===== src/verilog/prm2bits_pkg.sv =====
`default_nettype none

package prm2bits_pkg;

	//////////////////////////////
	// Vector types
	//////////////////////////////

	typedef logic [15:0] word16_t;
	typedef logic [31:0] word32_t;
	typedef logic [11:0] mem_addr_t;

	//////////////////////////////
	// Memory map
	//////////////////////////////

	// Serial area, 128-word aligned
	localparam mem_addr_t SERIAL_BASE = 12'h100;
	// Parameter area, 16-word aligned
	localparam mem_addr_t PRM_BASE = 12'h180;
	// Bit-count table in constant memory
	localparam mem_addr_t BITSNO_BASE = 12'h000;

	//////////////////////////////
	// Frame format
	//////////////////////////////

	localparam word16_t SYNC_WORD = 16'h6B21;
	localparam word16_t SERIAL_SIZE = 16'd80;
	localparam word16_t PRM_SIZE = 16'd11;
	localparam word16_t BIT_0 = 16'h007F;
	localparam word16_t BIT_1 = 16'h0081;

	// Packing controller
	typedef enum logic [2:0] {
		prm_idle,
		prm_write_sync,
		prm_write_size,
		prm_fetch,
		prm_launch,
		prm_wait_expand,
		prm_finish
	} prm_state_t;

	// Bit-expansion engine
	typedef enum logic [1:0] {
		i2b_idle,
		i2b_shift,
		i2b_finish
	} i2b_state_t;

endpackage

`default_nettype wire


===== src/verilog/bitsno_rom.sv =====
`timescale 1ns/100ps
`default_nettype none

module bitsno_rom (
	input  logic                    clock,
	input  prm2bits_pkg::mem_addr_t rom_read_addr,
	output prm2bits_pkg::word32_t   rom_data
);
	import prm2bits_pkg::*;

	word16_t bitsno;

	// Bits per parameter of an 8 kbit/s frame
	always_comb begin
		bitsno = 16'd0;
		if (rom_read_addr[11:4] == BITSNO_BASE[11:4]) begin
			case (rom_read_addr[3:0])
				4'd0: bitsno = 16'd8;
				4'd1: bitsno = 16'd10;
				4'd2: bitsno = 16'd8;
				4'd3: bitsno = 16'd1;
				4'd4: bitsno = 16'd13;
				4'd5: bitsno = 16'd4;
				4'd6: bitsno = 16'd7;
				4'd7: bitsno = 16'd5;
				4'd8: bitsno = 16'd13;
				4'd9: bitsno = 16'd4;
				4'd10: bitsno = 16'd7;
				default: bitsno = 16'd0;
			endcase
		end
	end

	// Zero-extended, one cycle of latency
	always_ff @(posedge clock) begin
		rom_data <= {16'd0, bitsno};
	end

endmodule

`default_nettype wire


===== config.mk =====
export PLATFORM = sky130hd
export DESIGN_NAME = bitsno_rom
export DESIGN_NICKNAME = d
export VERILOG_FILES = /design/src/verilog/prm2bits_pkg.sv /design/src/verilog/bitsno_rom.sv
export SDC_FILE = /design/constraint.sdc
export NUM_CORES = 1
export LEC_CHECK = 0
export BUFFER_PORTS_ARGS = -buffer_cell sky130_fd_sc_hd__buf_4
export CAP_MARGIN = 25
export CORE_AREA = 8 8 45 47
export CTS_CLUSTER_DIAMETER = 30
export DETAILED_ROUTE_END_ITERATION = 8
export DIE_AREA = 0 0 53 55
export HOLD_SLACK_MARGIN = 0.06
export PLACE_DENSITY_LB_ADDON = 0.05
export SLEW_MARGIN = 20
export SYNTH_ARGS = -nofsm -noshare
export SYNTH_HDL_FRONTEND = slang
export SYNTH_SLANG_ARGS = --single-unit

===== constraint.sdc =====
create_clock -name clock -period 0.8 [get_ports clock]
set_input_delay 0.04 -clock clock [delete_from_list [all_inputs] [get_ports clock]]
set_output_delay 0.04 -clock clock [all_outputs]
set_load 0.005 [all_outputs]

==> metrics <==
Max Freq 1.472 GHz; Post-synth EDFFs 0; Clk pwr share 0.427; global-route usage over all layers 0.05792; Max-Cap Viols 0; Tcrit/Tclk final 0.8492; Setup Buffers After CTS 0; Fillers 164; vias per cell 3.482; CP Capture Point rom_data[0]; H-tree depth 1; Fin Setup TNS 0 ns; largest fanout on the critical path 1; Synth Instances 52; synthesized area per cell 7.796 µm²; Post-layout nets 84; Slew Limit Fails 0; gr ovfl total 0; core area 0.001384 mm²; drt drc 0; # port buffers 16; logic gate share of total power 0.217; CTS hold repair buffers 0; Resize count post-CTS 0; height of the die 55 µm; Leak 0.2474 nW; Ports 45; Hold Vio Cnt, Final 0; post-place setup slack -0.01416 ns; final setup margin 0.1206 ns; largest net degree at the start of global routing 8; count of cell types in the netlist 16; Die ar. 0.002915 mm²; Worst Hold Class primary input to flip-flop; Most used DFF post-synth dfxtp_1; Vias 296; registers with the most flip-flops rom_data x4; Largest register FFs 4; hpwl dp 827 µm; unrepaired setup endpoints after global routing no; maximum VDD drop 0.3328 mV; CTS Buf Count 3; crit path launch type flip-flop; Crit. path cell count 1; final non-filler cell total 85; # clock sinks 4; clk root buf clkbuf_4; post-layout util 0.3282; sw frac 0.2508; Synth Warn # 0; DRT Wirelength 915 µm; Routed wire per std cell 10.76 µm; CTS tree built; P_int 422.4 µW; Inst Count DP 82; gpl congestion 0.6431; crit path from rom_data[0]; share of layout cells above drive strength 1 0.2754; Longest Clk Path Bufs 2; Post-synth ARST share 0; Largest Register rom_data; Rows 14; Yosys reg bits 4; vias in the first global route 276; setup violators final 0; endpoint arrival time on the critical path 0.64 ns; first-pass GRT wire length 1179 µm; pwr dens 1241 mW/mm²; CP Class flip-flop to output port; Die W 53 µm; Crit path max-delay family flip-flops; Seq pwr share 0.356; synthesized area 405.4 µm²; drt first-iter violations 3; post-layout min period 0.6794 ns; Layout area overhead 12.04%; CP peak stage delay 0.29 ns; antenna viol nets, final 0; crit end category output port; post-synthesis sequential area ratio 0.1975; Diodes inserted 0; critical path's slowest cell dfxtp_1; CP Cell Sequence buf_4; status finished, final reports clean; first drt pass iteration count 4; Worst-path clk slew 0.04 ns; initial antenna violation count 0; Hold Slack 0.1323 ns; WP buf/inv 1; net switching power 141.4 µW; Initial Util 0.2929; Critical Path RT 0.76 ns
-- cells in the final DEF (no fill, tap or decap), types with 2 or more instances in the layout --
cell type / n
dfxtp_1: 4
buf_4: 16
nor4_1: 2
a211oi_1: 2
clkbuf_4: 3
nand2_1: 2
nor2_1: 4
conb_1: 28
-- per-stage QoR --
| step | area (µm²) | power (mW) |
|---|---|---|
| after global routing | 454.2 | 0.6033 |
| after global placement | 431.7 | 0.3210 |
| after floorplan | 506.7 | 0.3639 |
| after CTS | 454.2 | 0.5717 |
| final | 454.2 | 0.5637 |
| after detailed placement | 431.7 | 0.3204 |
-- layout make-up --
type	instances	area (µm²)	share of cell area
multi-input cells	45	207.7	0.4573
clock buffers	3	22.52	0.04959
repair buffers	16	120.1	0.2645
flip-flops and latches	4	80.08	0.1763
well taps	16	20.02	0.04408
inverters	1	3.754	0.008264
-- cells by family (layout without fill, tap and decap cells) --
| kind of cell | after synthesis | count (layout) | synth area share |
|---|---|---|---|
| compound gates | 5 | 5 | 0.08641 |
| xor+xnor | 1 | 1 | 0.02161 |
| buf+inv | 30 | 20 | 0.5401 |
| flops | 4 | 4 | 0.1975 |
| other cells | 1 | 28 | 0.009250 |
| simple gates | 11 | 11 | 0.1451 |
-- layer usage --
layer	up-vias	part of all wire	global-route usage
met5	-	0	0
met4	0	0.0044	0.06466
met3	2	0.10	0.02139
met2	16	0.58	0.09570
met1	131	0.31	0.05167
li1	147	-	-
-- worst min-delay path by stage --
stage                           from     endpoint  slack, ns  cells after the start
CTS                 rom_read_addr[1]  rom_data[1]       0.12                      3
global placement    rom_read_addr[1]  rom_data[1]       0.36                      3
finish              rom_read_addr[1]  rom_data[1]       0.13                      3
global route        rom_read_addr[3]  rom_data[2]       0.14                      3
floorplan           rom_read_addr[1]  rom_data[1]       0.20                      2
detailed placement  rom_read_addr[1]  rom_data[1]       0.37                      3
-- synthesized netlist by cell type (2+ instances only) --
cell | count | area (µm²)
nand2_1 | 2 | 7.510
a211oi_1 | 2 | 15.01
nor2_1 | 4 | 15.01
nor4_1 | 2 | 12.51
buf_4 | 28 | 210.2
dfxtp_1 | 4 | 80.08
-- power groups by stage --
stage | sequential (mW) | clock (mW) | combinational, mW
after detailed placement | 0.204 | 0 | 0.116
after CTS | 0.201 | 0.254 | 0.117
after global routing | 0.201 | 0.264 | 0.138
final | 0.201 | 0.241 | 0.122
after global placement | 0.204 | 0 | 0.117
after floorplan | 0.204 | 0 | 0.160
(Power assumes the default switching activity.)
