--- src/verilog/prm2bits_pkg.sv ---
`default_nettype none

package prm2bits_pkg;

	//////////////////////////////
	// Vector types
	//////////////////////////////

	typedef logic [15:0] word16_t;
	typedef logic [31:0] word32_t;
	typedef logic [11:0] mem_addr_t;

	//////////////////////////////
	// Memory map
	//////////////////////////////

	// Serial area, 128-word aligned
	localparam mem_addr_t SERIAL_BASE = 12'h100;
	// Parameter area, 16-word aligned
	localparam mem_addr_t PRM_BASE = 12'h180;
	// Bit-count table in constant memory
	localparam mem_addr_t BITSNO_BASE = 12'h000;

	//////////////////////////////
	// Frame format
	//////////////////////////////

	localparam word16_t SYNC_WORD = 16'h6B21;
	localparam word16_t SERIAL_SIZE = 16'd80;
	localparam word16_t PRM_SIZE = 16'd11;
	localparam word16_t BIT_0 = 16'h007F;
	localparam word16_t BIT_1 = 16'h0081;

	// Packing controller
	typedef enum logic [2:0] {
		prm_idle,
		prm_write_sync,
		prm_write_size,
		prm_fetch,
		prm_launch,
		prm_wait_expand,
		prm_finish
	} prm_state_t;

	// Bit-expansion engine
	typedef enum logic [1:0] {
		i2b_idle,
		i2b_shift,
		i2b_finish
	} i2b_state_t;

endpackage

`default_nettype wire

--- src/verilog/int2bin.sv ---
`timescale 1ns/100ps
`default_nettype none

module int2bin (
	input  logic                    clock,
	input  logic                    reset,
	input  logic                    i2b_start,
	input  prm2bits_pkg::word16_t   i2b_value,
	input  prm2bits_pkg::word16_t   i2b_bitsno,
	input  prm2bits_pkg::word16_t   i2b_pos,
	output logic                    i2b_done,
	output prm2bits_pkg::mem_addr_t i2b_write_addr,
	output prm2bits_pkg::word32_t   i2b_write_data,
	output logic                    i2b_write_en
);
	import prm2bits_pkg::*;

	i2b_state_t state;
	word16_t count_q;
	word16_t value_q;
	mem_addr_t ptr_q;
	mem_addr_t last_addr;

	// Word of the parameter's last bit in the stream
	assign last_addr = SERIAL_BASE + 12'd2 + i2b_pos[11:0] + i2b_bitsno[11:0] - 12'd1;

	//////////////////////////////
	// Control
	//////////////////////////////

	always_ff @(posedge clock) begin
		if (reset) begin
			state <= i2b_idle;
			count_q <= '0;
		end else begin
			case (state)
				i2b_idle: begin
					if (i2b_start) begin
						count_q <= i2b_bitsno;
						// Nothing to expand, report at once
						if (i2b_bitsno == 16'd0)
							state <= i2b_finish;
						else
							state <= i2b_shift;
					end
				end
				i2b_shift: begin
					count_q <= count_q - 16'd1;
					if (count_q == 16'd1)
						state <= i2b_finish;
				end
				i2b_finish: begin
					state <= i2b_idle;
				end
				default: begin
					state <= i2b_idle;
				end
			endcase
		end
	end

	//////////////////////////////
	// Value and write pointer
	//////////////////////////////

	// LSB goes to the highest word, so the stream reads MSB first
	always_ff @(posedge clock) begin
		if (state == i2b_idle && i2b_start) begin
			value_q <= i2b_value;
			ptr_q <= last_addr;
		end else if (state == i2b_shift) begin
			value_q <= value_q >> 1;
			ptr_q <= ptr_q - 12'd1;
		end
	end

	assign i2b_write_en = (state == i2b_shift);
	assign i2b_write_addr = ptr_q;
	assign i2b_write_data = {16'd0, value_q[0] ? BIT_1 : BIT_0};
	assign i2b_done = (state == i2b_finish);

endmodule

`default_nettype wire

--- config.mk ---
export PLATFORM = sky130hd
export DESIGN_NAME = int2bin
export DESIGN_NICKNAME = d
export VERILOG_FILES = /design/src/verilog/prm2bits_pkg.sv /design/src/verilog/int2bin.sv
export SDC_FILE = /design/constraint.sdc
export NUM_CORES = 1
export LEC_CHECK = 0
export BUFFER_PORTS_ARGS = -buffer_cell sky130_fd_sc_hd__buf_2
export CORE_MARGIN = 3
export CORE_UTILIZATION = 30
export DETAILED_ROUTE_END_ITERATION = 8
export GPL_TIMING_DRIVEN = 0
export PLACE_DENSITY_LB_ADDON = 0.05
export SETUP_SLACK_MARGIN = 0.4
export SYNTH_ARGS = -nofsm -noshare
export SYNTH_HDL_FRONTEND = slang
export SYNTH_SLANG_ARGS = --single-unit
--- constraint.sdc ---
create_clock -name clock -period 3.2 [get_ports clock]
set_input_delay 0.48 -clock clock [delete_from_list [all_inputs] [get_ports clock]]
set_output_delay 0.48 -clock clock [all_outputs]
set_load 0.05 [all_outputs]
==> flow_summary.ini <==
[power_and_ir_drop]
power_leakage_uw = 0.00181
fin_total_pwr_uw = 2110
clkPwrFrac = 0.182
seqPwrFrac = 0.394
power_density_nw_per_um2 = 530
p_sw_uw = 909
ir_drop_uv = 237
switching_share = 0.432
p_int_uw = 1200
pwr-share-comb = 0.424

[worst_hold_path]
whs_path_depth = 3
hold_path_end = value_q[10]$_DFFE_PP_
hp-start = i2b_value[10]
hp-class = in2reg

[synthesis]
synth_xor_area_frac = 0.0452
synth_compound_area_frac = 0.177
synth_top_family_by_area = simple AND/OR/NAND/NOR gates
syn_avg_cell_area_sq_um = 8.56
ys_types = 53
synthMuxAreaShare = 0
synth_cells = 385
syn-cell-area_sq_um = 3300
synth_seq_cells = 46
ys_warn_count = 0
synth_edf_count = 28
synth_adder_area_share = 0.0972
ys.flop_type = edfxtp_1
synthSimpleGateAreaFrac = 0.202
ys_seq_area_frac = 0.364
synth_async_sr_flop_share = 0

[floorplan]
core-area_sq_um = 10500
dieArea_sq_um = 12300
num_rows = 37
chipWidth_um = 111
io_pins = 97
start_util = 0.314
fp.dieH_um = 111

[finish]
layout_common_cells = 65 x buf_2, 61 x nand2_1, 31 x buf_4
area_growth_pct = 20.6
layout_commonest_cell = buf_2
drive_gt1_frac = 0.235
final_area_sq_um = 3980
final_net_count = 556
n_fill_cell = 1164
antenna_cells = 0

[worst_setup_path]
r2r-end = i2b_write_addr[6]$_DFFE_PP_
r2r_slack_ns = 0.78
worstPathRequired_ns = 2.72
regToRegStartpoint = state[0]$_SDFFE_PP0P_
rr_worst_depth = 5
endpoint_kind = output pin
start_kind = flop
arrival_ns = 2.06
crit_fanout = 10
path_class = reg2out
critPathLaunch = state[1]$_SDFFE_PP0P_

[timing]
finalSetupTns_ns = 0
finClkSkew_ns = 0.00843
max-slew-margin-rel = 0.455
setup_viol = 0
slew_violations = 0
fin_crit_ns = 2.54
hold_viol = 0
tightest_slew_ns = 0.814
period_share = 0.793
fmax_mhz = 394
rsz0062_at_grt = no

[global_routing]
grt_overflow = 0
grt_pass1_wl_mm = 14.8
antenna_found_initial = 0
grt_max_degree = 33
grt_pass1_vias = 2861
grt_use_total = 0.147

[cts]
cts_buffers = 5
cts.hold.buffers_added = 0
cts_tree = done
clock_path_buffers = 2
htree_levels = 2
clk_pin_slew_ns = 0.10
cts_sinks = 46
clkLatencyLatePin_ns = 0.30
post_cts_buffers = 0
post_cts_resized = 0
cts_root_buffer = clkbuf_8

[run_status]
status = finished, final reports clean

[placed_design]
placed_area_sq_um = 3880
io_buffers = 65
dp_hpwl_mm = 6.96
routabilityCongestion = 0.804

[route]
antenna_left = 0
wl_mm = 8.98
avgViaCountPerCell = 4.77
drt-initial-drc-count = 116
wl_per_cell_um = 14.6
firstDrtPassIters = 4
route.vias.total = 2945
drcViolationCount = 0

[job]
maxCapViolCount = 0
[metal layers]
layer / share of wire / up-vias / GRT usage
li1: - / 1509 / -
met1: 0.47 / 1344 / 0.197
met2: 0.47 / 85 / 0.246
met3: 0.046 / 7 / 0.0251
met4: 0.010 / 0 / 0.0345
met5: 0 / - / 0
[logic make-up (layout without fill, tap and decap cells)]
family                     Yosys count  count (layout)
AOI/OAI and AO/OA                   91              91
xor gates and xnor gates            17              17
adders and majority gates           25              25
buffers and inverters               67             140
DFF                                 46              46
other                                2              25
and+or+nand+nor                    137             137
[sequential cells by signal, summed over array words and instances, names as in the netlist]
| signal | cells |
|---|---|
| state | 2 |
| value_q | 16 |
| i2b_write_addr | 12 |
| count_q | 16 |
[power by group through the flow]
stage	sequential (uW)	combinational (uW)	clock (uW)
finish	830	893	384
global route	847	984	417
CTS	831	899	401
detailed placement	844	895	0
global placement	843	892	0
floorplan	960	557	0
[cell type report]
type	instances	area, sq um	share of cell area
tap	136	170	0.0428
timing repair buffer	65	325	0.0818
clock buffer	5	68.8	0.0173
multi-input combinational	295	1820	0.457
buffer	45	285	0.0718
sequential	46	1200	0.302
clock inverter	3	23.8	0.00598
inverter	22	83.8	0.0211
[Yosys cell counts (4+ instances only)]
| library cell | number | area, sq um |
|---|---|---|
| edfxtp_1 | 28 | 841 |
| nor4_1 | 7 | 43.8 |
| inv_1 | 20 | 75.1 |
| nand3_1 | 5 | 25.0 |
| nor2_1 | 19 | 71.3 |
| o211ai_1 | 4 | 30.0 |
| xnor2_1 | 6 | 52.6 |
| a21oi_1 | 29 | 145 |
| or3_1 | 4 | 25.0 |
| nand2_1 | 62 | 233 |
| ha_1 | 24 | 300 |
| o21a_1 | 5 | 37.5 |
| o21ai_1 | 8 | 40.0 |
| buf_4 | 31 | 233 |
| o21ai_0 | 10 | 50.1 |
| clkbuf_1 | 14 | 52.6 |
| nor2b_1 | 4 | 25.0 |
| xor2_1 | 11 | 96.3 |
| a22oi_1 | 5 | 37.5 |
| dfxtp_1 | 18 | 360 |
| nor3_1 | 11 | 55.1 |
| and3_1 | 7 | 43.8 |
[how the worst max path moves through the flow]
stage                              endpoint  slack, ns  cells after the start
2_1_floorplan   i2b_write_addr[9]$_DFFE_PP_       0.74                      9
3_3_place_gp   i2b_write_addr[11]$_DFFE_PP_       0.22                      7
3_5_place_dp   i2b_write_addr[11]$_DFFE_PP_       0.24                      7
4_1_cts        i2b_write_addr[11]$_DFFE_PP_       0.55                      7
5_1_grt         i2b_write_addr[6]$_DFFE_PP_       0.47                      6
6_report                       i2b_write_en       0.66                      5
[through the flow]
step	cells	utilization	hold WS [ns]	setup WS (ns)
after floorplan	408	-	0.453	0.740
after global placement	609	0.369	0.476	0.223
after detailed placement	609	0.369	0.474	0.242
after CTS	617	0.378	0.413	0.548
after global routing	617	0.378	0.426	0.470
final	617	0.378	0.427	0.661
[critical path: stages (launching register included)]
cell      delay, ns
dfxtp_1        0.34
nand2b_1       0.17
clkbuf_1       0.27
inv_2          0.15
clkbuf_1       0.45
buf_2          0.37
Note: power is estimated with default switching activity, not from simulation.
