File: config.mk
export PLATFORM = sky130hd
export DESIGN_NAME = prm2bits_ld8k
export DESIGN_NICKNAME = d
export VERILOG_FILES = /design/src/verilog/prm2bits_pkg.sv /design/src/verilog/prm2bits_ld8k.sv
export SDC_FILE = /design/constraint.sdc
export NUM_CORES = 1
export LEC_CHECK = 0
export BUFFER_PORTS_ARGS = -buffer_cell sky130_fd_sc_hd__buf_2
export CAP_MARGIN = 20
export CELL_PAD_IN_SITES_DETAIL_PLACEMENT = 1
export CELL_PAD_IN_SITES_GLOBAL_PLACEMENT = 1
export CORE_ASPECT_RATIO = 1.5
export CORE_MARGIN = 5
export CORE_UTILIZATION = 29
export DETAILED_ROUTE_END_ITERATION = 10
export PLACE_DENSITY = 0.83
export SYNTH_ARGS = -nofsm -noshare
export SYNTH_HDL_FRONTEND = slang
export SYNTH_SLANG_ARGS = --single-unit
File: constraint.sdc
create_clock -name clock -period 2.9 [get_ports clock]
set_input_delay 0.145 -clock clock [delete_from_list [all_inputs] [get_ports clock]]
set_output_delay 0.145 -clock clock [all_outputs]
set_load 0.05 [all_outputs]
File: src/verilog/prm2bits_pkg.sv
`default_nettype none

package prm2bits_pkg;

	//////////////////////////////
	// Vector types
	//////////////////////////////

	typedef logic [15:0] word16_t;
	typedef logic [31:0] word32_t;
	typedef logic [11:0] mem_addr_t;

	//////////////////////////////
	// Memory map
	//////////////////////////////

	// Serial area, 128-word aligned
	localparam mem_addr_t SERIAL_BASE = 12'h100;
	// Parameter area, 16-word aligned
	localparam mem_addr_t PRM_BASE = 12'h180;
	// Bit-count table in constant memory
	localparam mem_addr_t BITSNO_BASE = 12'h000;

	//////////////////////////////
	// Frame format
	//////////////////////////////

	localparam word16_t SYNC_WORD = 16'h6B21;
	localparam word16_t SERIAL_SIZE = 16'd80;
	localparam word16_t PRM_SIZE = 16'd11;
	localparam word16_t BIT_0 = 16'h007F;
	localparam word16_t BIT_1 = 16'h0081;

	// Packing controller
	typedef enum logic [2:0] {
		prm_idle,
		prm_write_sync,
		prm_write_size,
		prm_fetch,
		prm_launch,
		prm_wait_expand,
		prm_finish
	} prm_state_t;

	// Bit-expansion engine
	typedef enum logic [1:0] {
		i2b_idle,
		i2b_shift,
		i2b_finish
	} i2b_state_t;

endpackage

`default_nettype wire

File: src/verilog/prm2bits_ld8k.sv
`timescale 1ns/100ps
`default_nettype none

module prm2bits_ld8k (
	input  logic                    clock,
	input  logic                    reset,
	input  logic                    start,
	output logic                    done,
	output prm2bits_pkg::mem_addr_t eng_read_addr,
	output prm2bits_pkg::mem_addr_t eng_write_addr,
	output prm2bits_pkg::word32_t   eng_write_data,
	output logic                    eng_write_en,
	input  prm2bits_pkg::word32_t   eng_read_data,
	output prm2bits_pkg::mem_addr_t rom_read_addr,
	input  prm2bits_pkg::word32_t   rom_data,
	output logic                    i2b_start,
	output prm2bits_pkg::word16_t   i2b_value,
	output prm2bits_pkg::word16_t   i2b_bitsno,
	output prm2bits_pkg::word16_t   i2b_pos,
	input  logic                    i2b_done,
	input  prm2bits_pkg::mem_addr_t i2b_write_addr,
	input  prm2bits_pkg::word32_t   i2b_write_data,
	input  logic                    i2b_write_en
);
	import prm2bits_pkg::*;

	prm_state_t state;
	prm_state_t state_next;
	prm_state_t phase;
	word16_t prm_index;
	word16_t prm_index_next;
	word16_t bit_pos;
	word16_t bit_pos_next;
	word16_t bitsno_q;
	word16_t bitsno_next;

	// Start accepted in idle is the sync write itself
	always_comb begin
		if (state == prm_idle && start)
			phase = prm_write_sync;
		else
			phase = state;
	end

	always_ff @(posedge clock) begin
		if (reset) begin
			state <= prm_idle;
			prm_index <= '0;
			bit_pos <= '0;
		end else begin
			state <= state_next;
			prm_index <= prm_index_next;
			bit_pos <= bit_pos_next;
		end
	end

	always_ff @(posedge clock) begin
		bitsno_q <= bitsno_next;
	end

	//////////////////////////////
	// Parameter fetch
	//////////////////////////////

	// Both reads follow the index, data is used in launch
	assign eng_read_addr = {PRM_BASE[11:4], prm_index[3:0]};
	assign rom_read_addr = {BITSNO_BASE[11:4], prm_index[3:0]};

	assign i2b_value = eng_read_data[15:0];
	assign i2b_bitsno = rom_data[15:0];
	assign i2b_pos = bit_pos;

	assign done = (state == prm_finish);

	//////////////////////////////
	// Sequencing
	//////////////////////////////

	always_comb begin
		state_next = state;
		prm_index_next = prm_index;
		bit_pos_next = bit_pos;
		bitsno_next = bitsno_q;
		eng_write_addr = '0;
		eng_write_data = '0;
		eng_write_en = 1'b0;
		i2b_start = 1'b0;

		case (phase)
			prm_idle: begin
				state_next = prm_idle;
			end
			prm_write_sync: begin
				eng_write_addr = SERIAL_BASE;
				eng_write_data = {16'd0, SYNC_WORD};
				eng_write_en = 1'b1;
				prm_index_next = '0;
				bit_pos_next = '0;
				state_next = prm_write_size;
			end
			prm_write_size: begin
				eng_write_addr = SERIAL_BASE + 12'd1;
				eng_write_data = {16'd0, SERIAL_SIZE};
				eng_write_en = 1'b1;
				state_next = prm_fetch;
			end
			prm_fetch: begin
				state_next = prm_launch;
			end
			prm_launch: begin
				i2b_start = 1'b1;
				bitsno_next = rom_data[15:0];
				state_next = prm_wait_expand;
			end
			prm_wait_expand: begin
				// Engine owns port A until it reports done
				eng_write_addr = i2b_write_addr;
				eng_write_data = i2b_write_data;
				eng_write_en = i2b_write_en;
				if (i2b_done) begin
					bit_pos_next = bit_pos + bitsno_q;
					prm_index_next = prm_index + 16'd1;
					if (prm_index == PRM_SIZE - 16'd1)
						state_next = prm_finish;
					else
						state_next = prm_fetch;
				end
			end
			prm_finish: begin
				state_next = prm_idle;
			end
			default: begin
				state_next = prm_idle;
			end
		endcase
	end

endmodule

`default_nettype wire

==> summary.md <==
| Metric | Value |
|---|---|
| Root Driver | `clkbuf_16` |
| Number of synthesized register bits | `a little over 50` |
| Cell Rows | `between 40 and 50` |
| Final TNS setup | `0 ns` |
| Worst endpoint required time | `3.09 ns` |
| Starting density of the core | `between 20 and 30%` |
| Drc violations | `0` |
| Synth Cell Area | `3410 µm²` |
| RePlAce Congestion | `between 0.8 and 0.9` |
| Simple-gate share of the synthesized area | `between 20% and 30%` |
| # setup viols final | `0` |
| MaxCap Viol Count | `0` |
| EDFF count, synth | `16` |
| Relative slew slack | `between 60% and 70%` |
| Complex-gate fraction of the synthesized area | `approximately 16%` |
| Fin area | `4160 µm²` |
| Share of layout cells above drive strength 1 | `35.7%` |
| CTS max path bufs | `2` |
| Largest family of logic cells by synthesized area | `simple AND/OR/NAND/NOR gates` |
| Post-route minimum period | `approximately 2.4 ns` |
| Post-Syn Instances | `about 380` |
| Slew Limit Fails | `0` |
| GR Overflow Total | `0` |
| Syn-to-layout area delta | `21.7%` |
| First drt pass iteration count | `4` |
| 1st-iter DRT viols | `45` |
| Die height | `roughly 140 µm` |
| Post CTS Setup Buffer Count | `0` |
| Fmax | `around 410 MHz` |
| R2R depth | `9` |
| Commonest cells after routing, fill and taps aside | `buf_2, nor2_1, dfxtp_1` |
| Fillers | `~1400` |
| Input/output buffers | `between 150 and 200` |
| Initial antenna violation count | `0` |
| Area after DPL | `between 3000 and 4000 µm²` |
| Fin. Hold Viols | `0` |
| Min-delay worst type | `primary input to flop` |
| Core area | `about 12000 µm²` |
| Die area | `about 14000 µm²` |
| Inserted Clock Buffers | `5` |
| Synth Area in XOR/XNOR | `about 6.2%` |
| Num ports | `roughly 230` |
| Main flop type after synthesis | `dfxtp_1` |
| Avg Vias per Cell | `about 4.7` |
| Core Util, Final | `between 30% and 40%` |
| Avg WL per Cell | `approximately 16 µm` |
| Leak | `between 0.002 and 0.0025 µW` |
| Synthesized area per cell | `a little under 9 µm²` |
| Worst r2r src | `i2b_pos[0]$_SDFFE_PP0P_` |
| Final Skew | `0.00979 ns` |
| Critical Path Source Type | `flop` |
| Worst setup startpoint | `i2b_pos[0]$_SDFFE_PP0P_` |
| Register area share after synthesis | `between 30% and 40%` |
| Nets | `between 600 and 700` |
| Commonest non-fill, non-tap cell in the layout | `buf_2` |
| Total number of vias | `approximately 3000` |
| Status | `finished, final reports clean` |
| Netlist cell types | `56` |
| Yosys warning count | `0` |
| R2R setup slack | `around 0.45 ns` |
| CP max FO | `4` |
| Worst setup endpoint | `i2b_pos[14]$_SDFFE_PP0P_` |
| Adder-cell share of the synthesized area | `about 7%` |
| Die W | `between 90 and 100 µm` |
| Async set-reset flop share out of synthesis | `0%` |
| Post-DP HPWL | `around 8100 µm` |
| Placed insts | `635` |
| # diodes | `0` |
| CTS clk-pin slew, worst paths | `approximately 0.07 ns` |
| Multiplexer share of the synthesized area | `0%` |
| Clock H-tree levels | `2` |
| CP endpoint kind | `flop` |
| Largest net degree at the start of global routing | `37` |
| Worst Tran Pin Value | `0.573 ns` |
| RSZ-0062 raised after global routing | `false` |
| CTS tree | `done` |
| Tcrit/Tclk final | `between 80% and 90%` |
| Pwr Total | `~1900 µW` |
| Total wire length | `between 10000 and 15000 µm` |
| FF-to-FF End | `i2b_pos[14]$_SDFFE_PP0P_` |
| Final ANT Viol Nets | `0` |
| GRT Total Usage | `between 10% and 20%` |
| PwrDens | `approximately 450 nW/µm²` |
| Peak supply drop | `roughly 0.23 mV` |
| Post-CTS sizing | `0` |
| Crit path kind | `flop to flop` |
| Worst skew pair latency | `between 0.2 and 0.3 ns` |
| Num Clock Sinks | `51` |
| Post-Layout Cell Count | `between 600 and 700` |
| Crit path arrival time | `approximately 2.6 ns` |
| First-pass GRT wire length | `approximately 16000 µm` |
| Vias in the first global route | `3310` |
| # hold bufs at CTS | `0` |
where the power goes:
part           internal [µW]  switching [µW]  total [µW]
combinational           98.9             311         410
sequential               746            16.5         762
clock                    412             277         689
worst max-delay path, cell delays in order (launching register included):
cell      delay, ns
dfxtp_1        0.35
ha_1           0.23
inv_1          0.08
fa_1           0.42
nor2b_2        0.16
o31ai_2        0.11
a211oi_2       0.37
o211ai_1       0.17
a21o_1         0.21
a32o_1         0.25
cell usage after synthesis (2+ instances only):
cell type / instances / area share (%)
and3_1: 6 / 1.1
clkbuf_1: 8 / 0.88
nor4b_1: 2 / 0.51
xor2_1: 15 / 3.8
o21bai_1: 3 / 0.66
a21oi_1: 23 / 3.4
and2_1: 34 / 6.2
ha_1: 17 / 6.2
a22oi_1: 5 / 1.1
nor3_1: 3 / 0.44
buf_4: 56 / 12
a21o_1: 11 / 2.4
inv_1: 17 / 1.9
nand2b_1: 4 / 0.73
a211oi_1: 2 / 0.44
nand2_1: 13 / 1.4
xnor2_1: 9 / 2.3
o21ai_0: 7 / 1.0
a22o_1: 5 / 1.3
o211ai_1: 4 / 0.88
nand3_1: 6 / 0.88
a32o_1: 2 / 0.59
conb_1: 2 / 0.22
nor2_1: 37 / 4.1
buf_2: 2 / 0.29
nor2b_1: 2 / 0.37
dfxtp_1: 35 / 21
nor3b_1: 2 / 0.44
a211o_1: 2 / 0.51
nand4_1: 7 / 1.3
edfxtp_1: 16 / 14
through the flow:
stage | setup WS (ns) | hold WS, ns
global route | 0.310 | 0.0276
finish | 0.451 | 0.0343
floorplan | 0.325 | 0.244
CTS | 0.437 | 0.0289
detailed placement | 0.461 | 0.290
global placement | 0.572 | 0.290
cell type report:
cell class	count	area, µm²	area share, %
well taps	150	188	4.52
clock buffers	5	125	3.01
inverters	17	63.8	1.54
multi-input cells	261	1760	42.3
flip-flops and latches	51	1180	28.4
repair buffers	156	793	19.1
clock inverters	3	47.5	1.14
worst min path at each step:
stage	start	end	slack, ns	cells past startpoint
after floorplan	rom_data[0]	bitsno_q[0]$_DFFE_PP_	0.24	0
after global placement	eng_read_data[8]	i2b_value[8]	0.29	0
after detailed placement	eng_read_data[8]	i2b_value[8]	0.29	0
after CTS	rom_data[15]	bitsno_q[15]$_DFFE_PP_	0.03	1
after global routing	rom_data[1]	bitsno_q[1]$_DFFE_PP_	0.03	1
final	rom_data[15]	bitsno_q[15]$_DFFE_PP_	0.03	1
logic make-up after synthesis:
| kind of cell | count (synthesis) |
|---|---|
| other | 2 |
| AND/OR/NAND/NOR | 128 |
| adder cells (fa/ha/maj) | 18 |
| AO/OA/AOI/OAI | 75 |
| XOR/XNOR | 24 |
| buffers and inverters | 84 |
| flip-flops | 51 |
sequential cells by signal, indices dropped and copies added, names as in the netlist:
| signal | cells |
|---|---|
| state | 3 |
| i2b_pos | 16 |
| bitsno_q | 16 |
| prm_index | 16 |
metal layers:
| layer | GRT usage (%) | routed length [µm] |
|---|---|---|
| met5 | 0 | 0 |
| met2 | 28.5 | 5680 |
| met4 | 3.09 | 122 |
| met3 | 2.59 | 522 |
| met1 | 14.2 | 3710 |
Note: power is estimated with default switching activity, not from simulation.
